$ cat src/rtl/sramPkg.sv
package sramPkg;

	//////////////////////////////
	// Array geometry
	//////////////////////////////
	localparam int ADDR_WIDTH = 12;
	localparam int DATA_WIDTH = 16;
	localparam int TAG_WIDTH = 8;
	localparam int MEM_WORDS = 2 ** ADDR_WIDTH;

	//////////////////////////////
	// Buffering and credits
	//////////////////////////////
	// Queue depth doubles as the producer's starting credits
	localparam int QUEUE_DEPTH = 4;
	localparam int QUEUE_PTR_WIDTH = $clog2(QUEUE_DEPTH);
	localparam int QUEUE_CNT_WIDTH = $clog2(QUEUE_DEPTH + 1);
	localparam int RSP_DEPTH = 2;
	localparam int RSP_PTR_WIDTH = (RSP_DEPTH > 1) ? $clog2(RSP_DEPTH) : 1;
	localparam int RSP_CNT_WIDTH = $clog2(RSP_DEPTH + 1);
	localparam int RSP_CREDITS = 2;
	localparam int RSP_CREDIT_WIDTH = $clog2(RSP_CREDITS + 1);

	//////////////////////////////
	// Strobe timing in clocks
	//////////////////////////////
	localparam int WRITE_CYCLES = 2;
	// Address access time of the part, rounded up to whole clocks
	localparam int ACCESS_CYCLES = 3;
	localparam int CYCLE_CNT_WIDTH = 2;

	// Sequencer state codes
	localparam logic [1:0] ST_IDLE = 2'd0;
	localparam logic [1:0] ST_WRITE = 2'd1;
	localparam logic [1:0] ST_READ = 2'd2;

	// One request word, op bit on top, address in the same place in both views
	typedef union packed {
		struct packed {
			logic op;
			logic [2:0] spare;
			logic [ADDR_WIDTH-1:0] addr;
			logic [DATA_WIDTH-1:0] data;
		} writeView;
		struct packed {
			logic op;
			logic [2:0] spareHigh;
			logic [ADDR_WIDTH-1:0] addr;
			logic [3:0] spareMid;
			logic [TAG_WIDTH-1:0] tag;
			logic [3:0] spareLow;
		} readView;
	} sramReq;

endpackage

$ cat src/rtl/readReturn.sv
`timescale 1ns/1ns

module readReturn import sramPkg::*; (
	input logic clk,
	input logic reset,
	input logic resultValid,
	input logic [DATA_WIDTH-1:0] resultData,
	input logic [TAG_WIDTH-1:0] resultTag,
	output logic spaceFree,
	input logic rspCredit,
	output logic rspValid,
	output logic [DATA_WIDTH-1:0] rspData,
	output logic [TAG_WIDTH-1:0] rspTag
);

	logic [DATA_WIDTH-1:0] dataBuf [RSP_DEPTH];
	logic [TAG_WIDTH-1:0] tagBuf [RSP_DEPTH];
	logic [RSP_PTR_WIDTH-1:0] wrPtr;
	logic [RSP_PTR_WIDTH-1:0] rdPtr;
	logic [RSP_CNT_WIDTH-1:0] fillCount;
	// Consumer credits on hand
	logic [RSP_CREDIT_WIDTH-1:0] creditCount;
	logic send;

	assign send = (fillCount != '0) && (creditCount != '0);
	// A result landing this cycle already owns a slot
	assign spaceFree = (fillCount + RSP_CNT_WIDTH'(resultValid)) < RSP_CNT_WIDTH'(RSP_DEPTH);

	// Result slots hold payload only
	always_ff @(posedge clk) begin
		if (resultValid) begin
			dataBuf[wrPtr] <= resultData;
			tagBuf[wrPtr] <= resultTag;
		end
		if (send) begin
			rspData <= dataBuf[rdPtr];
			rspTag <= tagBuf[rdPtr];
		end
	end

	//////////////////////////////
	// Pointers, fill, credits
	//////////////////////////////
	always_ff @(posedge clk) begin
		if (reset) begin
			wrPtr <= '0;
			rdPtr <= '0;
			fillCount <= '0;
			creditCount <= RSP_CREDIT_WIDTH'(RSP_CREDITS);
			rspValid <= 1'b0;
		end else begin
			if (resultValid) begin
				wrPtr <= (wrPtr == RSP_PTR_WIDTH'(RSP_DEPTH - 1)) ? '0 : wrPtr + 1'b1;
			end
			if (send) begin
				rdPtr <= (rdPtr == RSP_PTR_WIDTH'(RSP_DEPTH - 1)) ? '0 : rdPtr + 1'b1;
			end
			case ({resultValid, send})
				2'b10: fillCount <= fillCount + 1'b1;
				2'b01: fillCount <= fillCount - 1'b1;
				default: fillCount <= fillCount;
			endcase
			// Spend one per response and gain one per returned pulse
			case ({send, rspCredit})
				2'b10: creditCount <= creditCount - 1'b1;
				2'b01: creditCount <= creditCount + 1'b1;
				default: creditCount <= creditCount;
			endcase
			rspValid <= send;
		end
	end

endmodule

$ cat config.mk
export PLATFORM = sky130hd
export DESIGN_NAME = readReturn
export DESIGN_NICKNAME = d
export VERILOG_FILES = /design/src/rtl/sramPkg.sv /design/src/rtl/readReturn.sv
export SDC_FILE = /design/constraint.sdc
export NUM_CORES = 1
export LEC_CHECK = 0
export BUFFER_PORTS_ARGS = -buffer_cell sky130_fd_sc_hd__clkbuf_2
export CORE_MARGIN = 5
export CORE_UTILIZATION = 51
export CTS_BUF_LIST = sky130_fd_sc_hd__clkbuf_2
export DETAILED_ROUTE_END_ITERATION = 10
export GPL_TIMING_DRIVEN = 0
export PLACE_DENSITY = 0.89
export SLEW_MARGIN = 20
export SYNTH_ARGS = -nofsm -noshare
export SYNTH_HDL_FRONTEND = slang
export SYNTH_SLANG_ARGS = --single-unit
$ cat constraint.sdc
create_clock -name clk -period 2.1 [get_ports clk]
set_input_delay 0.42 -clock clk [delete_from_list [all_inputs] [get_ports clk]]
set_output_delay 0.42 -clock clk [all_outputs]
set_load 0.05 [all_outputs]
==> reports/results.ini <==
[grt]
grt_max_degree = 25
antenna_found_initial = 0
grt_use_total = 0.136
grt_pass1_vias = 1426
grt_pass1_wl_um = 7020
gr-total-overflow = 0

[critical_path]
cp-endpoint = fillCount[1]
worst_ep_required_time_ns = 2.53
worst-setup-path-type = reg2reg
crit_start = creditCount[0]
reg2reg_from = creditCount[0]
ff2ff_setup_slack_ns = 0.23
critPathLaunchType = flip-flop
crit_fanout = 5
worstRegToRegCells = 5
worstPathArrival_ns = 2.30
end_kind = flip-flop
r2r_end = fillCount[1]

[cells_and_area]
syn2layout_area_growth_pct = 18.3
final_cells = 274
n_antenna_cell = 0
fin_nets = 229
filler_cell_count = 383
final_util = 0.630
drive_gt1_frac = 0.490

[cts]
path_clk_slew_ns = 0.21
clock_latency_ns = 0.51
clockBufferDepth = 2
cts_max_level = 3
clock_tree.root_cell = clkbuf_2
cts_made_buffers = 9
cts_tree = done
cts_num_sinks = 79

[power_and_ir_drop]
p_per_area_mw_per_mm2 = 1390
p_leak_nw = 1.22
max-vdd-ir-drop_uv = 809

[routing]
vias = 1362
drc = 0
wirelength_um = 4390
ant_nets = 0
drt_iter0_drc = 51
drtPass1Iterations = 4
wl_per_cell_um = 16.0
viasPerCell = 4.97

[yosys]
synthDistinctLibCells = 17
yosys_warnings = 0
yosys.area.top_type = edfxtp_1
ys_ff_latch = 79
seq_area_frac_synth = 0.836
synth_area_mm2 = 0.00276
synth.top_cell.area_share = 0.785
post_synth.cell_area_avg_um2 = 20.9
synth_area_leaders = edfxtp_1 (78%), mux2_2 (9.8%), dfxtp_1 (5.1%)
syn_inst = 132
synthesis.nets = 162

[floorplanning]
pin_count = 54
rows = 26
die-width_um = 83.5
die_y_um = 83.5
fp.dieArea_mm2 = 0.00697
initial_core_util = 0.533
core_area_mm2 = 0.00517

[run_status]
outcome = complete, no violations

[flow_run]
maxCapViolCount = 0

[sta]
setup_viol = 0
tightest_slew_ns = 0.720
slew_violations = 0
post-route-period-util = 0.892
rsz0062_at_grt = false
relSlewSlack = 0.519
period_minus_slack_ns = 1.87
skew_ns = 0.0310
tns_ns = 0
clock.fmax_mhz = 534
hold_viol_final = 0

[placed_design]
post-place-cells = 255
gp_congestion = 0.667
numPortBuffers = 53

[worst_hold_path]
min_path_type = in2reg

## cell usage after synthesis
cell type	n
xor2_1	5
or3_1	1
and2_1	1
edfxtp_1	72
xnor2_1	2
mux2_2	24
inv_1	2
or3b_1	1
a21oi_1	1
dfxtp_1	7
nor2_1	6
o22ai_1	1
o21ai_0	2
nor3_1	1
ha_1	2
nand2_1	1
buf_2	3
## state kept, by name (all words and copies together), names as in the netlist
signal       cells
creditCount      2
dataBuf         32
fillCount        2
rdPtr            1
rspData         16
rspTag           8
rspValid         1
tagBuf          16
wrPtr            1
## logic make-up after synthesis
logic type      Yosys count  synth area share
flops                    79             0.836
mux                      24            0.0981
xor+xnor                  7            0.0223
simple gates             11            0.0191
buf+inv                   5           0.00817
fa+ha+maj                 2           0.00908
compound gates            4           0.00772
## layout make-up
cell class	instances	area, um^2	area share
tap	70	87.6	0.0269
sequential	79	2300	0.707
multi-input combinational	48	445	0.137
clock inverter	7	63.8	0.0196
timing repair inverter	1	5.00	0.00154
inverter	2	11.3	0.00346
clock buffer	9	45.0	0.0138
buffer	3	15.0	0.00461
timing repair buffer	55	283	0.0868
## worst max-delay path, cell delays in order, from the launching register on
cell        delay (ns)
dfxtp_1           0.39
o22ai_2           0.39
clkinvlp_4        0.20
ha_1              0.34
or3_1             0.37
a21oi_1           0.13
## per-layer routing
metal  vias to the layer above  part of all wire  global-route usage
met5                         -                 0                   0
met4                         0             0.013              0.0570
met3                         5             0.079              0.0592
met2                        45              0.48               0.219
met1                       668              0.43               0.160
li1                        644                 -                   -
## how the worst min path moves through the flow
stage                    from             end  slack [ns]  cells after the start
6_report        resultData[7]   dataBuf[0][7]        0.09                      1
5_1_grt        resultData[14]  dataBuf[1][14]       0.001                      1
4_1_cts         resultData[7]   dataBuf[0][7]        0.05                      1
3_5_place_dp     fillCount[1]    fillCount[1]        0.51                      2
3_3_place_gp     fillCount[1]    fillCount[1]        0.51                      2
2_1_floorplan    fillCount[1]    fillCount[1]        0.48                      2
## timing repair
action                                  in CTS  in global routing
setup buffers                                1                  0
hold endpoints to repair                     0                  2
endpoints found under the setup margin       2                  0
resized for setup                            2                  0
hold buffers                                 0                  1
## where the power goes
part           internal, mW  switching (mW)
Sequential             2.11           0.105
Clock                 0.265           0.492
Combinational         0.438            1.12
Total                  2.81            1.71
## metrics by stage
stage	area, um^2	power [mW]	hold WS [ns]	setup slack (ns)
global placement	3110	3.73	0.508	-0.564
detailed placement	3120	3.77	0.514	-0.308
CTS	3250	4.58	0.0502	0.169
floorplan	2760	3.40	0.478	0.122
global route	3260	4.77	0.00108	0.0327
finish	3260	4.52	0.0881	0.227
## placed cells by master (no fill, tap or decap), types with 2 or more instances in the layout
| cell | synthesis | routed |
|---|---|---|
| clkinvlp_4 | 0 | 2 |
| buf_2 | 3 | 3 |
| mux2_2 | 24 | 24 |
| ha_1 | 2 | 2 |
| clkbuf_2 | 0 | 62 |
| nor2_1 | 6 | 5 |
| clkinv_1 | 0 | 2 |
| clkinv_2 | 0 | 2 |
| xnor2_1 | 2 | 2 |
| o21ai_0 | 2 | 2 |
| xor2_1 | 5 | 5 |
| edfxtp_1 | 72 | 72 |
| dfxtp_1 | 7 | 7 |
No activity file was read; power rests on OpenSTA's default activity.
