<file path="src/rtl/sramPkg.sv">
package sramPkg;

	//////////////////////////////
	// Array geometry
	//////////////////////////////
	localparam int ADDR_WIDTH = 12;
	localparam int DATA_WIDTH = 16;
	localparam int TAG_WIDTH = 8;
	localparam int MEM_WORDS = 2 ** ADDR_WIDTH;

	//////////////////////////////
	// Buffering and credits
	//////////////////////////////
	// Queue depth doubles as the producer's starting credits
	localparam int QUEUE_DEPTH = 4;
	localparam int QUEUE_PTR_WIDTH = $clog2(QUEUE_DEPTH);
	localparam int QUEUE_CNT_WIDTH = $clog2(QUEUE_DEPTH + 1);
	localparam int RSP_DEPTH = 2;
	localparam int RSP_PTR_WIDTH = (RSP_DEPTH > 1) ? $clog2(RSP_DEPTH) : 1;
	localparam int RSP_CNT_WIDTH = $clog2(RSP_DEPTH + 1);
	localparam int RSP_CREDITS = 2;
	localparam int RSP_CREDIT_WIDTH = $clog2(RSP_CREDITS + 1);

	//////////////////////////////
	// Strobe timing in clocks
	//////////////////////////////
	localparam int WRITE_CYCLES = 2;
	// Address access time of the part, rounded up to whole clocks
	localparam int ACCESS_CYCLES = 3;
	localparam int CYCLE_CNT_WIDTH = 2;

	// Sequencer state codes
	localparam logic [1:0] ST_IDLE = 2'd0;
	localparam logic [1:0] ST_WRITE = 2'd1;
	localparam logic [1:0] ST_READ = 2'd2;

	// One request word, op bit on top, address in the same place in both views
	typedef union packed {
		struct packed {
			logic op;
			logic [2:0] spare;
			logic [ADDR_WIDTH-1:0] addr;
			logic [DATA_WIDTH-1:0] data;
		} writeView;
		struct packed {
			logic op;
			logic [2:0] spareHigh;
			logic [ADDR_WIDTH-1:0] addr;
			logic [3:0] spareMid;
			logic [TAG_WIDTH-1:0] tag;
			logic [3:0] spareLow;
		} readView;
	} sramReq;

endpackage

</file>
<file path="src/rtl/sramReqIf.sv">
`timescale 1ns/1ns

// Queue head as seen by the sequencer
interface sramReqIf import sramPkg::*; ();

	logic headValid;
	sramReq headWord;
	// Entry leaves the queue on the edge where pop is high
	logic pop;

	modport source (
		output headValid,
		output headWord,
		input pop
	);

	modport sink (
		input headValid,
		input headWord,
		output pop
	);

endinterface

</file>
<file path="src/rtl/requestQueue.sv">
`timescale 1ns/1ns

module requestQueue import sramPkg::*; (
	input logic clk,
	input logic reset,
	input logic reqValid,
	input sramReq reqWord,
	output logic reqCredit,
	sramReqIf.source head
);

	// Request storage, payload only
	sramReq entries [QUEUE_DEPTH];
	logic [QUEUE_PTR_WIDTH-1:0] wrPtr;
	logic [QUEUE_PTR_WIDTH-1:0] rdPtr;
	logic [QUEUE_CNT_WIDTH-1:0] fillCount;
	logic push;
	logic popDone;

	// Producer only sends on a credit, full guard is a safety net
	assign push = reqValid && (fillCount != QUEUE_CNT_WIDTH'(QUEUE_DEPTH));
	assign popDone = head.pop && head.headValid;

	// Oldest word straight out of the buffer
	assign head.headValid = (fillCount != '0);
	assign head.headWord = entries[rdPtr];

	//////////////////////////////
	// Storage write
	//////////////////////////////
	always_ff @(posedge clk) begin
		if (push) begin
			entries[wrPtr] <= reqWord;
		end
	end

	//////////////////////////////
	// Pointers, count, credit
	//////////////////////////////
	always_ff @(posedge clk) begin
		if (reset) begin
			wrPtr <= '0;
			rdPtr <= '0;
			fillCount <= '0;
			reqCredit <= 1'b0;
		end else begin
			if (push) begin
				// Wrap at the last entry
				wrPtr <= (wrPtr == QUEUE_PTR_WIDTH'(QUEUE_DEPTH - 1)) ? '0 : wrPtr + 1'b1;
			end
			if (popDone) begin
				rdPtr <= (rdPtr == QUEUE_PTR_WIDTH'(QUEUE_DEPTH - 1)) ? '0 : rdPtr + 1'b1;
			end
			// Count tracks push and pop in the same cycle
			case ({push, popDone})
				2'b10: fillCount <= fillCount + 1'b1;
				2'b01: fillCount <= fillCount - 1'b1;
				default: fillCount <= fillCount;
			endcase
			// One credit back per freed entry
			reqCredit <= popDone;
		end
	end

endmodule

</file>
<file path="src/flat_wrapper.sv">
// flat-port wrapper written by rule: the top's interface ports become plain ports
module requestQueue_flat import sramPkg::*;
  (clk, reset, reqValid, reqWord, reqCredit, head_headValid, head_headWord, head_pop);
  sramReqIf head_i ();
  input logic clk;
  input logic reset;
  input logic reqValid;
  input sramReq reqWord;
  output logic reqCredit;
  output wire logic [$bits(head_i.headValid)-1:0] head_headValid;
  output wire logic [$bits(head_i.headWord)-1:0] head_headWord;
  input wire logic [$bits(head_i.pop)-1:0] head_pop;
  assign head_headValid = head_i.headValid;
  assign head_headWord = head_i.headWord;
  assign head_i.pop = head_pop;
  requestQueue u_core (.clk(clk), .reset(reset), .reqValid(reqValid), .reqWord(reqWord), .reqCredit(reqCredit), .head(head_i));
endmodule
</file>
<file path="config.mk">
export PLATFORM = sky130hd
export DESIGN_NAME = requestQueue_flat
export DESIGN_NICKNAME = d
export VERILOG_FILES = /design/src/rtl/sramPkg.sv /design/src/rtl/sramReqIf.sv /design/src/rtl/requestQueue.sv /design/src/flat_wrapper.sv
export SDC_FILE = /design/constraint.sdc
export NUM_CORES = 1
export LEC_CHECK = 0
export ABC_CLOCK_PERIOD_IN_PS = 3000
export BUFFER_PORTS_ARGS = -buffer_cell sky130_fd_sc_hd__buf_2
export CORE_ASPECT_RATIO = 1.25
export CORE_UTILIZATION = 50
export CTS_CLUSTER_DIAMETER = 40
export DETAILED_ROUTE_END_ITERATION = 12
export PLACE_DENSITY = 0.7
export RECOVER_POWER = 100
export SYNTH_ARGS = -nofsm -noshare
export SYNTH_HDL_FRONTEND = slang
export SYNTH_SLANG_ARGS = --single-unit
</file>
<file path="constraint.sdc">
create_clock -name clk -period 3 [get_ports clk]
set_clock_uncertainty 0.1 [all_clocks]
set_input_delay 0.6 -clock clk [delete_from_list [all_inputs] [get_ports clk]]
set_output_delay 0.6 -clock clk [all_outputs]
set_load 0.01 [all_outputs]
</file>
==> summary.md, run 1 <==
| Metric | Value |
|---|---|
| Status | `finished, final reports clean` |
| Worst setup SP type | `flip-flop` |
| Worst Path Arrival | `2.00 ns` |
| M1 GR Usage | `21.4%` |
| Area delta synth->final | `18.9%` |
| Post-Syn Area | `5120 um2` |
| Share of cells above drive strength 1 | `22.5%` |
| Setup violators final | `0` |
| HPWL after DPL | `5120 um` |
| P_leak | `1.98 nW` |
| Antenna-violating nets left | `0` |
| PostCTS Resize Cnt | `0` |
| Max Freq | `0.370 GHz` |
| M3 GR Usage | `5.75%` |
| CP endpoint kind | `primary output` |
| Ant diodes | `0` |
| Final Max Tran Viols | `0` |
| WS Path Type | `flip-flop to primary output` |
| Post-synth top area share | `75.1%` |
| Antenna violations before repair | `0` |
| Hold_buf cts | `0` |
| EDFF count, synth | `128` |
| # rows | `40` |
| Hold Crit Class | `input pin to flip-flop` |
| Post-CTS setup buffers | `0` |
| Total CTS buffers | `17` |
| Vias | `2,387` |
| Hold wc startpoint | `reqWord[21]` |
| Maxcap violations | `0` |
| Biggest cell delay along the critical path | `0.67 ns` |
| Sink Count | `138` |
| Post-Synthesis Cells | `221` |
| Sw Ratio | `24.7%` |
| Slowest stage cell, crit path | `dfxtp_2` |
| Comb pwr share | `18.1%` |
| Worst r2r src | `u_core.fillCount[0]$_SDFFE_PP0P_` |
| DR DRC count | `0` |
| Min-Delay Endpoint | `u_core.entries[0][21]$_DFFE_PP_` |
| Core box area | `9760 um2` |
| Vias in the first global route | `2,462` |
| Initial core utilization | `52.5%` |
| Min cycle time layout | `2.70 ns` |
| Routed length per instance | `18.3 um` |
| Overall die height | `115 um` |
| Synth area leader | `edfxtp_1` |
| Post-synth top cells | `edfxtp_1, mux4_2, dfxtp_1` |
| Post-synthesis sequential area ratio | `79.0%` |
| Vias/cell | `5.35` |
| Grt peak-use layer | `met2` |
| I/O pins | `70` |
| Post-synthesis net count | `264` |
| Post-synthesis register bit count | `138` |
| Met2 Resource Use GR | `27.5%` |
| Synth cell types | `26` |
| CTS tree | `built` |
| Worst-Margin Slew | `0.930 ns` |
| Share of power burned in registers | `46.0%` |
| R2r setup slk | `0.49 ns` |
| Total global routing overflow | `0` |
| Power share of the clock group | `35.9%` |
| Worst-skew pair later-pin latency | `0.41 ns` |
| Total Routing Usage GR | `17.2%` |
| Root Driver | `clkbuf_16` |
| Post-synthesis async set-or-reset flop share | `0%` |
| Main flop type after synthesis | `edfxtp_1` |
| Clk slew on worst S/H paths | `0.05 ns` |
| Worst R2R Path Depth | `9` |
| Die width | `92.5 um` |
| Port buffer count | `69` |
| Crit path max fanout | `18` |
| Top-count cell post-synth | `edfxtp_1` |
| Internal power | `3.97 mW` |
| # H-tree levels | `4` |
| Tcrit/Tclk final | `90.0%` |
| Max-slew headroom | `38.0%` |
| Largest net degree at the start of global routing | `26` |
| First-pass GRT wire length | `12,800 um` |
| RSZ-0062 raised after global routing | `false` |
| Clk buf depth | `2` |
| Final Net Count | `351` |
| Final Hold Vio Count | `0` |
| Max IR drop VDD | `0.504 mV` |
| Placer Congestion | `0.697` |
| Layout Utilization | `62.4%` |
| Psw | `1.30 mW` |
| Synth Area per Inst | `23.2 um2` |
| Drt first pass iters | `4` |
| Crit path required time | `2.30 ns` |
| Worst path cell trace | `clkbuf_1, mux4_2, buf_2` |
| TNS Setup | `0 ns` |
| Die area | `10,700 um2` |
| PwrDens | `866 nW/um2` |
| RR Endpoint | `u_core.fillCount[2]$_SDFFE_PP0P_` |
| Number of synthesis warnings | `0` |
| Hold path cells | `1` |
| DR iter-0 viols | `111` |
| Routed WL | `8170 um` |
| Top area cells in the synthesized netlist | `edfxtp_1, mux4_2, dfxtp_1` |
-- registers in the layout, indices dropped and copies added (netlist names), named ones only --
signal	count
u_core.reqCredit	1
u_core.fillCount	3
u_core.entries	128
u_core.rdPtr	2
u_core.wrPtr	2
-- placed cells by master, fill, tap and decap left out, drive strengths merged --
cell type and n:
edfxtp 128, clkbuf 87, mux4 32, clkinv 11, dfxtp 10, buf 8, inv 6, ha 6
nor2 5, and3 4, a21oi 3, or3 3, xor2 2, mux2i 2, nand2b 2, bufinv 2
o31ai 2, or3b 1, and2 1, nor3 1, nand3 1, nand2 1, o21ai 1, fa 1
-- area by class of cell --
| class | count | area (um2) |
|---|---|---|
| clock buffer | 19 | 433 |
| clock inverter | 12 | 108 |
| fill | 726 | 3670 |
| inverter | 7 | 26.3 |
| multi-input combinational | 68 | 998 |
| sequential | 138 | 4050 |
| tap | 126 | 158 |
| timing repair buffer | 76 | 318 |
-- worst max-delay path by stage --
stage               cells past startpoint                               end  slack, ns
floorplan                               9  u_core.fillCount[2]$_SDFFE_PP0P_       0.73
global placement                        9  u_core.fillCount[2]$_SDFFE_PP0P_       0.66
detailed placement                      9  u_core.fillCount[2]$_SDFFE_PP0P_       0.61
CTS                                     3                 head_headWord[29]       0.31
global route                            3                 head_headWord[16]       0.21
finish                                  3                 head_headWord[16]       0.30
-- kinds of logic (layout without fill, tap and decap cells) --
kind of cell	count (synthesis)	count (layout)	synth area share, %
fa+ha+maj	7	7	1.86
mux	34	34	14.5
xor+xnor	2	2	0.342
simple gates	19	19	2.15
buf+inv	15	114	1.34
flops	138	138	79.0
compound gates	6	6	0.879
-- layer usage --
layer / vias up / share of wire [%] / wire length, um
li1: 1094 / - / -
met5: - / 0 / 0
met3: 14 / 5.2 / 422
met4: 0 / 1.7 / 138
met2: 54 / 51 / 4130
met1: 1225 / 43 / 3480
-- critical path: cells and delay by family, from the launching register on --
kind	cells	cell delay [ns]
DFF	1	0.67
muxes	1	0.37
buffers and inverters	2	0.55
-- power groups by stage --
stage / sequential (mW) / combinational (mW) / clock, mW
final: 2.42 / 0.956 / 1.89
after global routing: 2.45 / 1.05 / 2.00
after CTS: 2.43 / 1.04 / 1.93
after detailed placement: 2.47 / 1.04 / 0
after global placement: 2.45 / 1.04 / 0
after floorplan: 2.41 / 0.722 / 0
-- per-stage QoR --
step / cell area [um2] / worst slack [ns] / hold slack (ns) / total power, mW / std cells
after floorplan: 5120 / 0.726 / 0.363 / 3.13 / 221
after global placement: 5650 / 0.664 / 0.373 / 3.49 / 415
after detailed placement: 5650 / 0.613 / 0.380 / 3.51 / 415
after CTS: 6190 / 0.309 / 0.285 / 5.40 / 446
after global routing: 6090 / 0.205 / 0.352 / 5.50 / 446
final: 6090 / 0.300 / 0.344 / 5.27 / 446
Note: power is estimated with default switching activity, not from simulation.
==> inputs of run 2 (changes only) <==
--- a/config.mk
+++ b/config.mk
@@ -8,10 +8,10 @@
 export ABC_CLOCK_PERIOD_IN_PS = 3000
 export BUFFER_PORTS_ARGS = -buffer_cell sky130_fd_sc_hd__buf_2
 export CORE_ASPECT_RATIO = 1.25
-export CORE_UTILIZATION = 50
+export CORE_UTILIZATION = 56
 export CTS_CLUSTER_DIAMETER = 40
 export DETAILED_ROUTE_END_ITERATION = 12
-export PLACE_DENSITY = 0.7
+export PLACE_DENSITY = 0.77
 export RECOVER_POWER = 100
 export SYNTH_ARGS = -nofsm -noshare
 export SYNTH_HDL_FRONTEND = slang
==> summary.md, run 2 (synthesis gave the netlist of run 1 again) <==
| Metric | Value |
|---|---|
| Sw Ratio | `24.4%` |
| Final Net Count | `354` |
| DP Area | `5680 um2` |
| Total CTS buffers | `17` |
| Share of cells above drive strength 1 | `23.8%` |
| Vias/cell | `5.51` |
| Worst-Margin Slew | `0.977 ns` |
| Worst Path Arrival | `2.07 ns` |
| Clk slew on worst S/H paths | `0.06 ns` |
| Port buffer count | `69` |
| # rows | `38` |
| Worst setup endpoint | `head_headWord[1]` |
| Initial core utilization | `58.2%` |
| Area delta synth->final | `20.8%` |
| Internal power | `4.22 mW` |
| CTS tree | `built` |
| TNS Setup | `0 ns` |
| Die area | `9530 um2` |
| Vias in the first global route | `2,582` |
| Commonest non-fill, non-tap cell in the layout | `edfxtp_1` |
| Antenna-violating nets left | `0` |
| Max FFs per register | `128` |
| Psw | `1.36 mW` |
| # H-tree levels | `4` |
| Vias | `2,446` |
| Most flops, register | `u_core.entries` |
| Overall die height | `109 um` |
| WS Path Type | `flip-flop to primary output` |
| Worst r2r src | `u_core.fillCount[2]$_SDFFE_PP0P_` |
| Worst setup SP type | `flip-flop` |
| I/O pins | `70` |
| Maxcap violations | `0` |
| Ant diodes | `0` |
| DR DRC count | `0` |
| CP endpoint kind | `primary output` |
| Crit path max fanout | `12` |
| Final instance area | `6190 um2` |
| Max IR drop VDD | `0.606 mV` |
| Hold_buf cts | `0` |
| DR iter-0 viols | `157` |
| Sink Count | `138` |
| HPWL after DPL | `5330 um` |
| Clk buf depth | `2` |
| Worst R2R Path Depth | `9` |
| PwrDens | `901 nW/um2` |
| Total global routing overflow | `0` |
| Routed length per instance | `19.6 um` |
| Min cycle time layout | `2.77 ns` |
| Fillers | `564` |
| Seq. cell area | `4050 um2` |
| Most frequent cells in the layout | `edfxtp_1, clkbuf_1, mux4_2, clkbuf_16, dfxtp_1` |
| Core box area | `8800 um2` |
| Total Routing Usage GR | `20.6%` |
| Final Max Tran Viols | `0` |
| Root Driver | `clkbuf_8` |
| Final Hold Vio Count | `0` |
| Drt first pass iters | `4` |
| RSZ-0062 raised after global routing | `false` |
| Routed WL | `8700 um` |
| Top flop regs | `u_core.entries: 128 flops, u_core.fillCount: 3 flops` |
| Power share of the clock group | `38.5%` |
| Setup violators final | `0` |
| Crit path required time | `2.30 ns` |
| Hold Crit Class | `input pin to flip-flop` |
| First-pass GRT wire length | `13,400 um` |
| R2r setup slk | `0.49 ns` |
| Max Freq | `0.361 GHz` |
| Status | `finished, final reports clean` |
| Tcrit/Tclk final | `92.2%` |
| RR Endpoint | `u_core.fillCount[2]$_SDFFE_PP0P_` |
| Hold wc startpoint | `reqWord[21]` |
| P_leak | `2.02 nW` |
| Worst-skew pair later-pin latency | `0.52 ns` |
| Die width | `87.5 um` |
| Post-CTS setup buffers | `0` |
| Antenna violations before repair | `0` |
| Largest net degree at the start of global routing | `19` |
| Comb pwr share | `17.7%` |
| Max-slew headroom | `34.9%` |
| Placer Congestion | `0.690` |
| Share of power burned in registers | `43.8%` |
| PostCTS Resize Cnt | `0` |
| Multi-input logic area | `998 um2` |
## run 2: changes by cell type in the layout (fill, tap and decap cells not counted), moves of 2 or more
cell / change
clkbuf_1: +3
clkinv_1: -4
bufinv_16: +3
clkbuf_2: -2
clkinvlp_4: +2
## run 2: power groups by stage
| stage | sequential [mW] | combinational (mW) | clock [mW] |
|---|---|---|---|
| floorplan | 2.41 | 0.722 | 0 |
| global placement | 2.46 | 1.04 | 0 |
| detailed placement | 2.48 | 1.06 | 0 |
| CTS | 2.45 | 1.07 | 2.19 |
| global route | 2.46 | 1.08 | 2.26 |
| finish | 2.44 | 0.987 | 2.15 |
## run 2: critical path: stages, from the launching register on
cell	delay [ns]
dfxtp_2	0.65
buf_12	0.23
mux4_2	0.50
clkbuf_1	0.16
## run 2: cell type report
| type | instances | area share (%) |
|---|---|---|
| sequential | 138 | 65.4 |
| multi-input combinational | 68 | 16.1 |
| clock buffer | 18 | 6.75 |
| timing repair buffer | 79 | 5.58 |
| clock inverter | 14 | 3.28 |
| tap | 120 | 2.43 |
| inverter | 7 | 0.425 |
## run 2: metrics by stage
step,total power [mW],worst slack [ns],hold slack (ns),utilization [%],std cells
after detailed placement,3.54,0.611,0.419,64.6,412
after global routing,5.80,0.109,0.220,70.3,444
after global placement,3.51,0.673,0.373,64.6,412
after floorplan,3.13,0.726,0.363,-,221
after CTS,5.70,0.173,0.166,71.7,444
final,5.57,0.234,0.231,70.3,444
## run 2: worst min path at each step
| stage | endpoint | slack (ns) | cells past startpoint |
|---|---|---|---|
| after detailed placement | u_core.wrPtr[1]$_SDFFE_PP0P_ | 0.42 | 2 |
| after global placement | flip-flop | 0.37 | 2 |
| after CTS | u_core.entries[0][21]$_DFFE_PP_ | 0.17 | 1 |
| after floorplan | flip-flop | 0.36 | 2 |
| final | u_core.entries[2][21]$_DFFE_PP_ | 0.23 | 1 |
| after global routing | u_core.entries[0][30]$_DFFE_PP_ | 0.22 | 1 |
## run 2: routing by layer
layer	global-route usage [%]	share of wire [%]	up-vias	wire length, um
li1	-	-	1102	-
met1	23.6	38	1260	3330
met2	34.6	55	67	4790
met3	7.42	4.4	17	379
met4	9.37	2.2	0	191
met5	0	0	-	0
==> inputs of run 3 (changes only) <==
--- a/config.mk
+++ b/config.mk
@@ -8,10 +8,11 @@
 export ABC_CLOCK_PERIOD_IN_PS = 3000
 export BUFFER_PORTS_ARGS = -buffer_cell sky130_fd_sc_hd__buf_2
 export CORE_ASPECT_RATIO = 1.25
-export CORE_UTILIZATION = 56
+export CORE_UTILIZATION = 59
+export CTS_BUF_LIST = sky130_fd_sc_hd__clkbuf_2
 export CTS_CLUSTER_DIAMETER = 40
 export DETAILED_ROUTE_END_ITERATION = 12
-export PLACE_DENSITY = 0.77
+export PLACE_DENSITY = 0.81
 export RECOVER_POWER = 100
 export SYNTH_ARGS = -nofsm -noshare
 export SYNTH_HDL_FRONTEND = slang
==> constraint.sdc (replaced) <==
create_clock -name clk -period 3 [get_ports clk]
set_clock_uncertainty 0.1 [all_clocks]
set_input_delay 0.15 -clock clk [delete_from_list [all_inputs] [get_ports clk]]
set_output_delay 0.15 -clock clk [all_outputs]
set_load 0.01 [all_outputs]
==> summary.md, run 3 (synthesis gave the netlist of run 1 again) <==
| Metric | Value |
|---|---|
| Status | `finished, violations left` |
| Failing checks | `max-capacitance violations, max-slew violations` |
| Final Hold Vio Count | `0` |
| Worst-Margin Slew | `1.71 ns` |
| Min cycle time layout | `2.75 ns` |
| Final Max Tran Viols | `132` |
| Top sig layer | `met4` |
| Die area | `9060 um2` |
| Vias in the first global route | `2,530` |
| Antenna-violating nets left | `0` |
| Overall die height | `106 um` |
| Max FFs per register | `128` |
| Placer Congestion | `0.688` |
| Maxcap violations | `4` |
| Routed length per instance | `18.3 um` |
| Initial core utilization | `61.5%` |
| Vias/cell | `5.54` |
| Vias | `2,486` |
| Max Freq | `0.364 GHz` |
| WL met2 | `4510 um` |
| Tcrit/Tclk final | `91.6%` |
| PwrDens | `735 nW/um2` |
| Core box area | `8330 um2` |
| Top flop regs | `u_core.entries: 128 flops, u_core.fillCount: 3 flops` |
| Drt first pass iters | `4` |
| Post-CTS setup buffers | `0` |
| P_leak | `1.98 nW` |
| Setup violators final | `0` |
| WL met1 | `3240 um` |
| Die width | `85.3 um` |
| # H-tree levels | `4` |
| Sink Count | `138` |
| Most frequent cells in the layout | `edfxtp_1, clkbuf_1, dlygate4sd3_1, mux4_2, clkbuf_2` |
| Port buffer count | `69` |
| Routed WL | `8240 um` |
| Largest net degree at the start of global routing | `33` |
| Clk slew on worst S/H paths | `0.17 ns` |
| Worst setup SP type | `flip-flop` |
| Placed cells | `380` |
| PostCTS Resize Cnt | `0` |
| Root Driver | `clkbuf_2` |
| Worst R2R Path Depth | `10` |
| CP endpoint kind | `flip-flop` |
| First-pass GRT wire length | `13,000 um` |
| CTS tree | `built` |
| Clk buf depth | `2` |
| Commonest non-fill, non-tap cell in the layout | `edfxtp_1` |
| Max-slew headroom | `-14.0%` |
| Crit path required time | `3.46 ns` |
| Hold Crit Class | `input pin to flip-flop` |
| Final Non-Filler Cells | `449` |
| Max IR drop VDD | `0.501 mV` |
| # rows | `37` |
| Worst Path Arrival | `3.21 ns` |
| DR DRC count | `0` |
| Worst-skew pair later-pin latency | `0.65 ns` |
| Area delta synth->final | `18.6%` |
| Crit path max fanout | `6` |
| Final Net Count | `381` |
| Total global routing overflow | `0` |
| DR iter-0 viols | `149` |
| Antenna violations before repair | `1` |
| Most flops, register | `u_core.entries` |
| Share of cells above drive strength 1 | `19.4%` |
| Total Routing Usage GR | `20.6%` |
| RSZ-0062 raised after global routing | `false` |
| Hold Worst Slack | `0.187 ns` |
| TNS Setup | `0 ns` |
| Pwr Total | `4.46 mW` |
| I/O pins | `70` |
| HPWL after DPL | `4770 um` |
| Total CTS buffers | `17` |
| Met3 WL | `388 um` |
| Hold path cells | `2` |
| WS Path Type | `flip-flop to flip-flop` |
-- run 3: path summary, 6_finish.rpt --
path	startpoint	to	slack [ns]
hold / removal	reqWord[16]	u_core.entries[1][16]$_DFFE_PP_	0.19
hold reg to reg	u_core.rdPtr[0]$_SDFFE_PP0P_	flip-flop	0.42
setup / recovery	u_core.fillCount[0]$_SDFFE_PP0P_	u_core.fillCount[1]$_SDFFE_PP0P_	0.25
setup reg to reg	u_core.fillCount[0]$_SDFFE_PP0P_	u_core.fillCount[1]$_SDFFE_PP0P_	0.25
-- run 3: area by class of cell --
cell class | instances | area, um2
Sequential cell | 138 | 4050
Fill cell | 526 | 2260
Multi-Input combinational cell | 68 | 1000
Timing Repair Buffer | 106 | 644
Clock inverter | 12 | 130
Tap cell | 97 | 121
Clock buffer | 20 | 100
Inverter | 7 | 26.3
Antenna cell | 1 | 2.50
-- run 3: timing repair --
action,in CTS,in global routing
hold buffers,36,0
setup endpoints to repair,0,0
hold endpoints to repair,138,0
-- run 3: per-stage QoR --
step	utilization [%]	setup WS (ns)	instance area [um2]
finish	72.9	0.251	6070
global route	72.9	0.134	6070
CTS	74.0	0.290	6160
detailed placement	66.9	0.615	5570
global placement	66.9	0.671	5570
floorplan	-	0.726	5120
-- run 3: report_power, final --
| part | internal [mW] | leakage, nW | total (mW) | switching, mW |
|---|---|---|---|---|
| Sequential | 2.33 | 1.26 | 2.45 | 0.119 |
| Combinational | 0.478 | 0.583 | 0.977 | 0.499 |
| Clock | 0.456 | 0.143 | 1.04 | 0.586 |
-- run 3: layer usage --
metal  vias to the layer above  GRT usage (%)
li1                       1159              -
met4                         0           9.76
met5                         -              0
met2                        71           34.0
met1                      1248           24.7
met3                         8           6.83
-- run 3: worst max-delay path, stage by stage (launching register included) --
cell and delay [ns]:
dfxtp_1 0.39, or3b_1 0.47, and2_4 0.21, inv_1 0.06, ha_1 0.18, inv_1 0.06, fa_1 0.47, nor2_1 0.04
a21oi_1 0.11, nor2_1 0.04, dlygate4sd3_1 0.55
