===== config.mk =====
export PLATFORM = sky130hd
export DESIGN_NAME = sramSequencer_flat
export DESIGN_NICKNAME = d
export VERILOG_FILES = /design/src/rtl/sramPkg.sv /design/src/rtl/sramReqIf.sv /design/src/rtl/sramBusIf.sv /design/src/rtl/sramSequencer.sv /design/src/flat_wrapper.sv
export SDC_FILE = /design/constraint.sdc
export NUM_CORES = 1
export LEC_CHECK = 0
export ABC_AREA = 0
export BUFFER_PORTS_ARGS = -buffer_cell sky130_fd_sc_hd__buf_2
export CAP_MARGIN = 10
export CORE_UTILIZATION = 42
export DETAILED_ROUTE_END_ITERATION = 8
export PLACE_DENSITY_LB_ADDON = 0.05
export SYNTH_ARGS = -nofsm -noshare
export SYNTH_HDL_FRONTEND = slang
export SYNTH_SLANG_ARGS = --single-unit
export TNS_END_PERCENT = 20

===== constraint.sdc =====
create_clock -name clk -period 2.6 [get_ports clk]
set_input_delay 0.26 -clock clk [delete_from_list [all_inputs] [get_ports clk]]
set_output_delay 0.26 -clock clk [all_outputs]
set_load 0.005 [all_outputs]

===== src/rtl/sramPkg.sv =====
package sramPkg;

	//////////////////////////////
	// Array geometry
	//////////////////////////////
	localparam int ADDR_WIDTH = 12;
	localparam int DATA_WIDTH = 16;
	localparam int TAG_WIDTH = 8;
	localparam int MEM_WORDS = 2 ** ADDR_WIDTH;

	//////////////////////////////
	// Buffering and credits
	//////////////////////////////
	// Queue depth doubles as the producer's starting credits
	localparam int QUEUE_DEPTH = 4;
	localparam int QUEUE_PTR_WIDTH = $clog2(QUEUE_DEPTH);
	localparam int QUEUE_CNT_WIDTH = $clog2(QUEUE_DEPTH + 1);
	localparam int RSP_DEPTH = 2;
	localparam int RSP_PTR_WIDTH = (RSP_DEPTH > 1) ? $clog2(RSP_DEPTH) : 1;
	localparam int RSP_CNT_WIDTH = $clog2(RSP_DEPTH + 1);
	localparam int RSP_CREDITS = 2;
	localparam int RSP_CREDIT_WIDTH = $clog2(RSP_CREDITS + 1);

	//////////////////////////////
	// Strobe timing in clocks
	//////////////////////////////
	localparam int WRITE_CYCLES = 2;
	// Address access time of the part, rounded up to whole clocks
	localparam int ACCESS_CYCLES = 3;
	localparam int CYCLE_CNT_WIDTH = 2;

	// Sequencer state codes
	localparam logic [1:0] ST_IDLE = 2'd0;
	localparam logic [1:0] ST_WRITE = 2'd1;
	localparam logic [1:0] ST_READ = 2'd2;

	// One request word, op bit on top, address in the same place in both views
	typedef union packed {
		struct packed {
			logic op;
			logic [2:0] spare;
			logic [ADDR_WIDTH-1:0] addr;
			logic [DATA_WIDTH-1:0] data;
		} writeView;
		struct packed {
			logic op;
			logic [2:0] spareHigh;
			logic [ADDR_WIDTH-1:0] addr;
			logic [3:0] spareMid;
			logic [TAG_WIDTH-1:0] tag;
			logic [3:0] spareLow;
		} readView;
	} sramReq;

endpackage


===== src/rtl/sramReqIf.sv =====
`timescale 1ns/1ns

// Queue head as seen by the sequencer
interface sramReqIf import sramPkg::*; ();

	logic headValid;
	sramReq headWord;
	// Entry leaves the queue on the edge where pop is high
	logic pop;

	modport source (
		output headValid,
		output headWord,
		input pop
	);

	modport sink (
		input headValid,
		input headWord,
		output pop
	);

endinterface


===== src/rtl/sramBusIf.sv =====
`timescale 1ns/1ns

// SRAM pins, data in and data out kept apart
interface sramBusIf import sramPkg::*; ();

	logic chipEnable;
	logic outputEnable;
	logic writeEnable;
	logic [ADDR_WIDTH-1:0] addr;
	logic [DATA_WIDTH-1:0] writeData;
	logic [DATA_WIDTH-1:0] readData;

	modport master (
		output chipEnable, outputEnable, writeEnable,
		output addr, writeData,
		input readData
	);

	modport slave (
		input chipEnable, outputEnable, writeEnable,
		input addr, writeData,
		output readData
	);

endinterface


===== src/rtl/sramSequencer.sv =====
`timescale 1ns/1ns

module sramSequencer import sramPkg::*; (
	input logic clk,
	input logic reset,
	sramReqIf.sink head,
	sramBusIf.master bus,
	input logic spaceFree,
	output logic resultValid,
	output logic [DATA_WIDTH-1:0] resultData,
	output logic [TAG_WIDTH-1:0] resultTag
);

	logic [1:0] state;
	logic [CYCLE_CNT_WIDTH-1:0] cycleCnt;
	logic [ADDR_WIDTH-1:0] addrReg;
	logic [DATA_WIDTH-1:0] dataReg;
	logic isWrite;
	logic startOp;
	logic lastWrite;
	logic lastRead;

	//////////////////////////////
	// Head decode
	//////////////////////////////
	assign isWrite = head.headWord.writeView.op;
	// Reads wait for room on the output side
	assign startOp = head.headValid && (isWrite || spaceFree);
	assign lastWrite = (state == ST_WRITE) && (cycleCnt == CYCLE_CNT_WIDTH'(WRITE_CYCLES - 1));
	assign lastRead = (state == ST_READ) && (cycleCnt == CYCLE_CNT_WIDTH'(ACCESS_CYCLES - 1));

	// Pop in the first strobe cycle
	assign head.pop = (state != ST_IDLE) && (cycleCnt == '0);

	// Strobes straight from the state register
	assign bus.chipEnable = (state != ST_IDLE);
	assign bus.writeEnable = (state == ST_WRITE);
	assign bus.outputEnable = (state == ST_READ);
	assign bus.addr = addrReg;
	assign bus.writeData = dataReg;

	//////////////////////////////
	// State and cycle counter
	//////////////////////////////
	always_ff @(posedge clk) begin
		if (reset) begin
			state <= ST_IDLE;
			cycleCnt <= '0;
		end else begin
			case (state)
				ST_IDLE: begin
					cycleCnt <= '0;
					if (startOp) begin
						state <= isWrite ? ST_WRITE : ST_READ;
					end
				end
				ST_WRITE, ST_READ: begin
					// Back to idle gives the one quiet cycle between requests
					if (lastWrite || lastRead) begin
						state <= ST_IDLE;
						cycleCnt <= '0;
					end else begin
						cycleCnt <= cycleCnt + 1'b1;
					end
				end
				default: begin
					state <= ST_IDLE;
					cycleCnt <= '0;
				end
			endcase
		end
	end

	//////////////////////////////
	// Payload capture
	//////////////////////////////
	always_ff @(posedge clk) begin
		if ((state == ST_IDLE) && startOp) begin
			// Address sits in the same bits in both views
			addrReg <= head.headWord.writeView.addr;
			dataReg <= head.headWord.writeView.data;
		end
		// Tag held from pop until the result goes out
		if (head.pop && (state == ST_READ)) begin
			resultTag <= head.headWord.readView.tag;
		end
		// Data sampled in the last access cycle
		if (lastRead) begin
			resultData <= bus.readData;
		end
	end

	// Result pulse on the edge after the last access cycle
	always_ff @(posedge clk) begin
		if (reset) begin
			resultValid <= 1'b0;
		end else begin
			resultValid <= lastRead;
		end
	end

endmodule


===== src/flat_wrapper.sv =====
// flat-port wrapper written by rule: the top's interface ports become plain ports
module sramSequencer_flat import sramPkg::*;
  (clk, reset, spaceFree, resultValid, resultData, resultTag, head_headValid, head_headWord, head_pop, bus_chipEnable, bus_outputEnable, bus_writeEnable, bus_addr, bus_writeData, bus_readData);
  sramReqIf head_i ();
  sramBusIf bus_i ();
  input logic clk;
  input logic reset;
  input logic spaceFree;
  output logic resultValid;
  output logic [DATA_WIDTH-1:0] resultData;
  output logic [TAG_WIDTH-1:0] resultTag;
  input wire logic [$bits(head_i.headValid)-1:0] head_headValid;
  input wire logic [$bits(head_i.headWord)-1:0] head_headWord;
  output wire logic [$bits(head_i.pop)-1:0] head_pop;
  output wire logic [$bits(bus_i.chipEnable)-1:0] bus_chipEnable;
  output wire logic [$bits(bus_i.outputEnable)-1:0] bus_outputEnable;
  output wire logic [$bits(bus_i.writeEnable)-1:0] bus_writeEnable;
  output wire logic [$bits(bus_i.addr)-1:0] bus_addr;
  output wire logic [$bits(bus_i.writeData)-1:0] bus_writeData;
  input wire logic [$bits(bus_i.readData)-1:0] bus_readData;
  assign head_i.headValid = head_headValid;
  assign head_i.headWord = head_headWord;
  assign head_pop = head_i.pop;
  assign bus_chipEnable = bus_i.chipEnable;
  assign bus_outputEnable = bus_i.outputEnable;
  assign bus_writeEnable = bus_i.writeEnable;
  assign bus_addr = bus_i.addr;
  assign bus_writeData = bus_i.writeData;
  assign bus_i.readData = bus_readData;
  sramSequencer u_core (.clk(clk), .reset(reset), .head(head_i), .bus(bus_i), .spaceFree(spaceFree), .resultValid(resultValid), .resultData(resultData), .resultTag(resultTag));
endmodule

==> impl_metrics.tcl, run 1 <==
set metrics [dict create \
    critical_path_fanout_max 16 \
    area_growth_syn_to_layout_pct 41.8 \
    chipHeight_um 68.8 \
    power_density_nw_per_um2 738 \
    family_with_the_most_delay_on_the_worst_path "buffers and inverters" \
    routabilityCongestion 0.684 \
    initialDrtViolationCount 107 \
    cells_after_synthesis 87 \
    global_route.overflow_total 0 \
    synthesis.yosys.warnings 0 \
    design.core.area_um2 4140 \
    highest-signal-layer "met4" \
    slew_viol_final 0 \
    static-leakage-power_nw 1.13 \
    cts_repair_resizes 0 \
    unrepaired_setup_endpoints_after_global_routing "no" \
    final_layout_size_suffix_gt1_share_pct 58.9 \
    final_core_utilization_pct 64.2 \
    drtPass1Iterations 4 \
    syn_area_um2 1880 \
    syn-num-nets 145 \
    outcome "complete, no violations" \
    cts_root_buf "sky130_fd_sc_hd__clkbuf_8" \
    die_w_um 68.8 \
    slew-limit-headroom_pct 60.9 \
    layout_commonest_cell "sky130_fd_sc_hd__buf_2" \
    wl_met3_um 395 \
    final.fill_count 317 \
    synthTopCellsByArea "sky130_fd_sc_hd__edfxtp_1 83%, sky130_fd_sc_hd__dfxtp_1 5.3%, sky130_fd_sc_hd__ha_1 4.0%" \
    postCtsSetupBuffers 0 \
    number_of_rows_created_at_floorplan 23 \
    grt_first_pass_wirelength_mm 4.84 \
    first_global_vias 1103 \
    vdd.ir_drop.worst_uv 392 \
    crit_buf_inv 2 \
    setup_viol 0 \
    starting_density_of_the_core_pct 45.3 \
    syn-mean-instance-area_um2 21.6 \
    finalCritPeriodShare_pct 60.4 \
    path_cells "inv_1 -> ha_1 -> nand2_1 -> inv_1" \
    worst_setup_path_start_kind "flip-flop" \
    wirelength_mm 3.64 \
    clk_pin_slew_worst_paths_ps 60 \
    final_antenna_net_count 0 \
    drt-wirelength-per-cell_um 14.0 \
    vias 1164 \
    critical_path.max_stage_delay_ps 470 \
    ys_ff_latch 57 \
    post-synth-top-area-fraction_pct 83.2 \
    detail_route.drc_violations 0 \
    maxCapViolations 0 \
    tns_ps 0 \
    antenna_cells 0 \
    cts_tree "done" \
    cp.required_ps 2550 \
    highest_achievable_clock_rate_mhz 637 \
    crit_top_cell "sky130_fd_sc_hd__inv_1" \
    cts_htree_levels 3 \
    hold_viol_final 0 \
    num-nets-final 262 \
    global_route.usage.total_pct 15.3 \
    num_cts_buffers 9 \
    cts_hold_repair.buffers 0 \
    io_pins 109 \
    clk_latency_ps 320 \
    antenna_found_initial 0 \
    detailedPlacementHpwl_mm 2.75 \
    die_ar_um2 4740 \
    synth_cell_types 16 \
    max_slew.worst_pin.slew_ps 586 \
    timing.hold.worst.class "in -> reg" \
    grt_start_max_net_pins 29 \
    numPortBuffers 105 \
    dr_wl_met2_mm 1.85 \
    post_drt_via_cell_ratio 4.49 \
    clock-sinks 57 \
    final.setup_skew_ps 5.39 \
    worst-endpoint-arrival_ps 1520 \
    most-common-layout-cells "105 x sky130_fd_sc_hd__buf_2, 52 x sky130_fd_sc_hd__edfxtp_1, 9 x sky130_fd_sc_hd__clkbuf_8" \
    synth_top_area_cell "sky130_fd_sc_hd__edfxtp_1" \
    path_class "reg -> reg" \
    ys_seq_area_share_pct 88.5 \
    critical-path-slowest-cell "sky130_fd_sc_hd__inv_1" \
    clock_tree.buffer_depth 2 \
    critical_path.endpoint_type "flip-flop" \
    period_needed_ps 1570 \
    drt-met1-wl_mm 1.34 \
]
[kinds of logic after synthesis]
group | synth area share (%)
adders and majority gates | 4.00
AOI/OAI and AO/OA | 2.67
and+or+nand+nor | 3.60
DFF | 88.5
buffers and inverters | 1.20
[registers in the layout, summed over array words and instances (netlist names)]
signal and cells:
u_core.resultData 16, u_core.bus.addr 12, u_core.cycleCnt 2, u_core.resultTag 8, u_core.state 2, u_core.bus.writeData 16
u_core.resultValid 1
[cells in the mapped netlist]
cell type                    n
sky130_fd_sc_hd__edfxtp_1   52
sky130_fd_sc_hd__ha_1        6
sky130_fd_sc_hd__inv_1       6
sky130_fd_sc_hd__dfxtp_1     5
sky130_fd_sc_hd__nor2_1      3
sky130_fd_sc_hd__nand2_1     2
sky130_fd_sc_hd__nand2b_1    2
sky130_fd_sc_hd__nor2b_1     2
sky130_fd_sc_hd__o2bb2ai_1   2
sky130_fd_sc_hd__a311oi_2    1
sky130_fd_sc_hd__a32oi_1     1
sky130_fd_sc_hd__and2_1      1
sky130_fd_sc_hd__nand3_1     1
sky130_fd_sc_hd__nor3_1      1
sky130_fd_sc_hd__nor3b_1     1
sky130_fd_sc_hd__o21ai_2     1
[per-layer routing]
layer	track usage, %	vias to the layer above
met4	10.5	0
met3	6.25	5
li1	-	561
met2	25.8	69
met5	0	-
met1	15.3	529
[stage by stage]
stage | power, mW | cells | hold slack, ps | area (um2) | setup slack, ps
2_1_floorplan | 1.13 | 87 | 332 | 1880 | 343
4_1_cts | 1.99 | 259 | 99.5 | 2660 | 1000
3_3_place_gp | 1.21 | 243 | 436 | 2470 | 1060
6_report | 1.96 | 259 | 113 | 2660 | 1030
3_5_place_dp | 1.22 | 243 | 438 | 2470 | 1010
5_1_grt | 2.04 | 259 | 93.0 | 2660 | 893
[final timing paths]
kind | from | end | slack [ps] | cells after the start
hold / removal | head_headWord[15] | u_core.bus.writeData[15] | 110 | 1
setup reg to reg | u_core.state[0] | u_core.resultData[9] | 1030 | 4
hold reg to reg | u_core.cycleCnt[0] | u_core.cycleCnt[0] | 460 | 1
setup / recovery | u_core.state[0] | u_core.resultData[9] | 1030 | 4
[worst reg2reg max path: stages, from the launching register on]
cell	delay, ps
sky130_fd_sc_hd__dfxtp_1	330
sky130_fd_sc_hd__inv_1	80
sky130_fd_sc_hd__ha_1	190
sky130_fd_sc_hd__nand2_1	140
sky130_fd_sc_hd__inv_1	470
[layout make-up]
class                      count  area [um2]  share of cell area (%)
inverter                       6        22.5                   0.846
clock buffer                  10         128                    4.80
clock inverter                 6        58.8                    2.21
timing repair buffer         106         533                    20.0
sequential                    57        1660                    62.4
multi-input combinational     24         195                    7.33
tap                           50        62.6                    2.35
[power breakdown]
part	leakage (nW)	switching [mW]	internal (mW)	total [mW]
registers	0.522	0.0109	1.05	1.06
logic	0.518	0.0712	0.0676	0.139
clock network	0.0897	0.329	0.435	0.765
total	1.13	0.412	1.55	1.96
No activity file was read; power rests on OpenSTA's default activity.
==> run 2, diff against run 1 <==
- ABC_AREA: 0 -> 1
- CORE_UTILIZATION: 42 -> 43
- clock period: 2.6 -> 1.6 ns (I/O delays scaled with it)
==> run 2 against run 1 <==
  * Register-to-register slack got worse by 840 ps
  * Sequential power grew 69%
  * Wire length down 3.1%
  * Clock power grew 54%
  * Non-clock buffer count up 1
  * Sequential cell count stayed put
  * Worst hold slack lost 93 ps
  * Total power rose by 73%
  * Global-route usage is 0.13 points higher
  * Critical path type unchanged
==> impl_metrics.tcl, run 2 <==
set metrics [dict create \
    synth_most_common_cell "sky130_fd_sc_hd__edfxtp_1" \
    slew-limit-headroom_pct 85.4 \
    crit_buf_inv 2 \
    grt_first_pass_wirelength_mm 4.81 \
    clk_latency_ps 310 \
    num_cts_buffers 9 \
    netlist_top_cells_count "52 x sky130_fd_sc_hd__edfxtp_1, 7 x sky130_fd_sc_hd__inv_1, 6 x sky130_fd_sc_hd__ha_1, 5 x sky130_fd_sc_hd__dfxtp_1, 5 x sky130_fd_sc_hd__nand2_1" \
    cp.required_ps 1600 \
    synthesis.yosys.warnings 0 \
    clock_tree.buffer_depth 2 \
    grt_start_max_net_pins 29 \
    initialDrtViolationCount 83 \
    maxCapViolations 0 \
    synthTopCellsByArea "sky130_fd_sc_hd__edfxtp_1 83%, sky130_fd_sc_hd__dfxtp_1 5.3%, sky130_fd_sc_hd__ha_1 4.0%" \
    drtPass1Iterations 4 \
    num-nets-final 267 \
    family_with_the_most_delay_on_the_worst_path "flip-flops" \
    final_antenna_net_count 0 \
    chipHeight_um 68.1 \
    layout_commonest_cell "sky130_fd_sc_hd__buf_2" \
    detail_route.drc_violations 0 \
    setup_viol 0 \
    post_drt_via_cell_ratio 4.40 \
    cts_hold_repair.buffers 0 \
    io_pins 109 \
    drt-wirelength-per-cell_um 13.3 \
    final.setup_skew_ps 2.22 \
    finalCritPeriodShare_pct 87.9 \
    fin_total_pwr_mw 3.40 \
    detailedPlacementHpwl_mm 2.66 \
    power_density_nw_per_um2 1270 \
    die_w_um 68.1 \
    cts_tree "done" \
    routabilityCongestion 0.696 \
    clk_pin_slew_worst_paths_ps 60 \
    slew_viol_final 0 \
    timing.hold.worst.class "in -> reg" \
    synth_ff_type "sky130_fd_sc_hd__edfxtp_1" \
    number_of_rows_created_at_floorplan 23 \
    worst-endpoint-arrival_ps 1410 \
    static-leakage-power_nw 1.16 \
    area_growth_syn_to_layout_pct 42.7 \
    outcome "complete, no violations" \
    cells_after_synthesis 91 \
    tns_ps 0 \
    critical_path.max_stage_delay_ps 350 \
    critical_path.startpoint "u_core.state[0]" \
    first_global_vias 1093 \
    path_class "reg -> reg" \
    period_needed_ps 1410 \
    syn-num-nets 149 \
    hold_viol_final 0 \
    post-synth-top-area-fraction_pct 83.1 \
    critical_path.endpoint_type "flip-flop" \
    setup_slack_ps 194 \
    design.core.area_um2 4090 \
    path_cells "inv_1 -> ha_1 -> inv_2 -> and3_2" \
    r2r_start "u_core.state[0]" \
    place_ws_ps 66.5 \
    postCtsSetupBuffers 0 \
    most-common-layout-cells "105 x sky130_fd_sc_hd__buf_2, 52 x sky130_fd_sc_hd__edfxtp_1, 9 x sky130_fd_sc_hd__clkbuf_8" \
    syn_area_um2 1880 \
    worst_setup_path_start_kind "flip-flop" \
    syn-mean-instance-area_um2 20.6 \
    max_slew.worst_pin.slew_ps 219 \
    die_ar_um2 4640 \
    cts_htree_levels 3 \
    final.fill_count 327 \
    placed_area_um2 2500 \
    post-route-cell-area_um2 2680 \
    final_layout_size_suffix_gt1_share_pct 58.4 \
    hold_slack_ps 20.3 \
    synth_cell_types 15 \
    global_route.overflow_total 0 \
    ys_seq_area_share_pct 88.5 \
    clock-sinks 57 \
    ys_ff_latch 57 \
    global_route.usage.total_pct 15.4 \
    number_of_placed_instances_with_taps_included 248 \
    numPortBuffers 105 \
    highest_achievable_clock_rate_mhz 711 \
    synth_edf_count 52 \
    source_of_the_worst_hold_timing_path "head_headWord[22]" \
    layout.cells.non_filler 264 \
    final_core_utilization_pct 65.6 \
    async_reset_ff_share_pct 0 \
    vias 1161 \
    starting_density_of_the_core_pct 46.0 \
    unrepaired_setup_endpoints_after_global_routing "no" \
    critical_path_fanout_max 8 \
    wirelength_mm 3.52 \
    synth_top_area_cell "sky130_fd_sc_hd__edfxtp_1" \
    critical-path-slowest-cell "sky130_fd_sc_hd__dfxtp_1" \
    antenna_found_initial 0 \
    antenna_cells 0 \
    cts_root_buf "sky130_fd_sc_hd__clkbuf_8" \
    vdd.ir_drop.worst_uv 767 \
]
-- run 2: cell types whose count changed after synthesis, moves of 2 or more --
cell and change:
sky130_fd_sc_hd__nand2_1 +3, sky130_fd_sc_hd__nor2b_1 -2, sky130_fd_sc_hd__nand2b_1 -2, sky130_fd_sc_hd__a21oi_1 +2, sky130_fd_sc_hd__o2bb2ai_1 -2, sky130_fd_sc_hd__nand2_2 +2
-- run 2: power breakdown --
group,internal [mW],switching (mW),leakage (nW)
sequential,1.76,0.0299,0.521
clock,0.701,0.482,0.0898
combinational,0.198,0.230,0.553
total,2.66,0.742,1.16
-- run 2: cell families after synthesis --
kind of cell | after synthesis | share of synthesized area [%]
flip-flops | 57 | 88.5
AO/OA/AOI/OAI | 3 | 0.999
adder cells (fa/ha/maj) | 6 | 4.00
AND/OR/NAND/NOR | 17 | 4.93
buffers and inverters | 8 | 1.60
-- run 2: layout make-up --
class | count | area, um2 | area share [%]
Clock inverter | 5 | 46.3 | 1.73
Sequential cell | 57 | 1660 | 62.0
Clock buffer | 11 | 131 | 4.90
Inverter | 8 | 30.0 | 1.12
Tap cell | 50 | 62.6 | 2.33
Multi-Input combinational cell | 26 | 195 | 7.28
Timing Repair Buffer | 107 | 553 | 20.6
-- run 2: metal layers --
layer	part of all wire [%]	vias up	GRT usage [%]
met5	0	-	0
met4	1.4	0	10.9
met3	9.1	4	5.33
met2	51	62	26.2
met1	38	524	15.7
li1	-	571	-
-- run 2: path summary, 6_finish.rpt --
kind,end,slack (ps),depth (start not counted)
worst min register to register,u_core.cycleCnt[0],470,1
worst max-delay path,u_core.resultTag[0],190,4
worst min-delay path,u_core.bus.addr[6],20,1
worst max register to register,u_core.resultTag[0],190,4
-- run 2: worst reg2reg max path, cell delays in order, from the launching register on --
cell	delay, ps
sky130_fd_sc_hd__dfxtp_1	350
sky130_fd_sc_hd__inv_1	70
sky130_fd_sc_hd__ha_1	250
sky130_fd_sc_hd__inv_2	110
sky130_fd_sc_hd__and3_2	310
-- run 2: repair_timing --
item	4_1_cts	5_1_grt
setup endpoints to repair	0	8
hold endpoints to repair	0	0
gates resized for setup	0	1
==> run 3, diff against run 2 <==
- BUFFER_PORTS_ARGS: -buffer_cell sky130_fd_sc_hd__buf_2 -> -buffer_cell sky130_fd_sc_hd__buf_4
==> run 3 against run 2 <==
  * Final cell count up 5.3%
  * Fmax is 3.0% lower
  * Largest power group unchanged
  * Non-clock buffer count grew 14
  * Global-route usage is 1.7 points higher
  * Critical path type unchanged
  * Final area grew 15%
  * Die area did not move
  * Sequential share of layout area is 8.1 points lower
  * Clock-buffer cell count down 1
  * Combinational power increased by 30%
  * Worst hold slack worse by 1.7 ps
  * First-iteration DRC count grew 20%
==> impl_metrics.tcl, run 3 (same netlist as run 2, synthesis figures left out) <==
set metrics [dict create \
    global_route.overflow_total 0 \
    static-leakage-power_nw 1.31 \
    cts_tree "done" \
    die_ar_um2 4640 \
    number_of_rows_created_at_floorplan 23 \
    global_route.usage.total_pct 17.2 \
    critical_path.endpoint_type "flip-flop" \
    grt_first_pass_wirelength_mm 5.26 \
    die_w_um 68.1 \
    clk_latency_ps 320 \
    vias 1264 \
    comb_power_share_pct 15.7 \
    detail_route.drc_violations 0 \
    area.sequential_um2 1660 \
    initialDrtViolationCount 100 \
    min_path_cells 1 \
    outcome "complete, no violations" \
    power.clock.fraction_pct 33.5 \
    hold_viol_final 0 \
    num-nets-final 281 \
    clock_tree.buffer_depth 2 \
    min_to "u_core.resultData[11]" \
    detailedPlacementHpwl_mm 2.89 \
    vdd.ir_drop.worst_uv 735 \
    antenna_cells 0 \
    worst-endpoint-arrival_ps 1460 \
    post_drt_via_cell_ratio 4.55 \
    drt-wirelength-per-cell_um 14.7 \
    slew_viol_final 0 \
    post-route-cell-area_um2 3080 \
    design.core.area_um2 4090 \
    most-common-layout-cells "106 x sky130_fd_sc_hd__buf_4, 52 x sky130_fd_sc_hd__edfxtp_1, 14 x sky130_fd_sc_hd__dlygate4sd3_1" \
    num_cts_buffers 9 \
    setup.reg_to_reg.worst_slack_ps 150 \
    finalCritPeriodShare_pct 90.6 \
    rr_worst_depth 4 \
    cellInternalPower_mw 2.76 \
    path_cells "inv_1 -> ha_1 -> inv_2 -> and3_2" \
    clock-sinks 57 \
    path_class "reg -> reg" \
    clk_pin_slew_worst_paths_ps 60 \
    slew-limit-headroom_pct 86.2 \
    grt_start_max_net_pins 29 \
    critical_path_fanout_max 8 \
    antenna_found_initial 0 \
    source_of_the_worst_hold_timing_path "bus_readData[11]" \
    highest-signal-layer "met4" \
    place_ws_ps 29.1 \
    maxCapViolations 0 \
    chipHeight_um 68.1 \
    wirelength_mm 4.07 \
    first_global_vias 1142 \
    layout_commonest_cell "sky130_fd_sc_hd__buf_4" \
    routabilityCongestion 0.718 \
    portion_of_total_power_attributed_to_sequential_cells_pct 50.8 \
    p_sw_mw 0.781 \
    unrepaired_setup_endpoints_after_global_routing "no" \
    wl_met3_um 345 \
    setup_viol 0 \
    final_layout_size_suffix_gt1_share_pct 54.4 \
    period_needed_ps 1450 \
    timing.hold.worst.class "in -> reg" \
    cts_htree_levels 3 \
    final.fill_count 262 \
    cts_root_buf "sky130_fd_sc_hd__clkbuf_8" \
    setup_slack_ps 151 \
    numPortBuffers 105 \
    placed_area_um2 2760 \
    starting_density_of_the_core_pct 46.0 \
    power_switching_share_pct 22.0 \
    footprint_of_the_multi_input_gates_um2 195 \
    final.setup_skew_ps 6.08 \
    area_growth_syn_to_layout_pct 64.1 \
    drt-met1-wl_mm 1.55 \
    highest_achievable_clock_rate_mhz 690 \
    final_antenna_net_count 0 \
    critical-path-slowest-cell "sky130_fd_sc_hd__dfxtp_1" \
    critical_path.max_stage_delay_ps 360 \
    cp.required_ps 1610 \
    r2r_start "u_core.state[0]" \
    power_density_nw_per_um2 1150 \
    io_pins 109 \
    dr_wl_met2_mm 2.15 \
    worst_setup_path_start_kind "flip-flop" \
    tns_ps 0 \
    drtPass1Iterations 4 \
    rr_endpoint "u_core.resultTag[1]" \
    max_slew.worst_pin.slew_ps 207 \
]
## run 3: changes by cell type in the layout (fill, tap and decap cells not counted)
| cell | change |
|---|---|
| sky130_fd_sc_hd__buf_2 | -105 |
| sky130_fd_sc_hd__buf_4 | +105 |
| sky130_fd_sc_hd__clkbuf_1 | -1 |
| sky130_fd_sc_hd__clkinv_1 | +2 |
| sky130_fd_sc_hd__clkinv_2 | -1 |
| sky130_fd_sc_hd__dlygate4sd3_1 | +14 |
## run 3: worst max-delay path, delay by kind of cell, from the launching register on
family,cells,cell delay [ps]
fa+ha+maj,1,260
flops,1,360
buf+inv,2,200
simple gates,1,310
## run 3: cell type report
cell class	count	area share [%]
clock inverter	6	1.58
timing repair buffer	121	31.0
clock buffer	10	4.14
multi-input combinational	26	6.33
inverter	8	0.974
tap	50	2.03
sequential	57	53.9
## run 3: how the worst max path moves through the flow
stage / start / endpoint / slack, ps
finish: u_core.state[0] / u_core.resultTag[1] / 150
CTS: u_core.state[0] / u_core.resultTag[1] / 20
floorplan: u_core.state[0] / u_core.bus.addr[0] / 80
global placement: u_core.state[0] / u_core.resultTag[3] / 130
detailed placement: u_core.state[0] / u_core.resultTag[3] / 30
global route: u_core.state[0] / head_pop / 90
## run 3: repair_timing
item | in CTS | in global routing
hold buffers | 2 | 12
endpoints found under the setup margin | 0 | 8
hold endpoints to repair | 2 | 12
resized for setup | 0 | 1
setup buffers | 0 | 0
## run 3: layer usage
metal / track usage (%) / up-vias
li1: - / 598
met4: 10.2 / 0
met2: 28.9 / 61
met3: 6.83 / 2
met1: 18.0 / 603
met5: 0 / -
## run 3: power by group through the flow
stage                     clock network, mW  logic, mW  registers, mW
after detailed placement                  0      0.530           1.83
final                                  1.19      0.557           1.80
after global placement                    0      0.509           1.82
after CTS                              1.20      0.536           1.80
after floorplan                           0      0.189           1.84
after global routing                   1.27      0.606           1.81
## run 3: metrics by stage
| stage | util [%] | power [mW] | hold WS, ps | std cells |
|---|---|---|---|---|
| after global placement | 67.6 | 2.33 | 338 | 248 |
| final | 75.4 | 3.54 | 18.6 | 278 |
| after CTS | 72.4 | 3.54 | 1.17 | 266 |
| after floorplan | - | 2.03 | 229 | 91 |
| after detailed placement | 67.6 | 2.36 | 339 | 248 |
| after global routing | 75.4 | 3.69 | 0.467 | 278 |
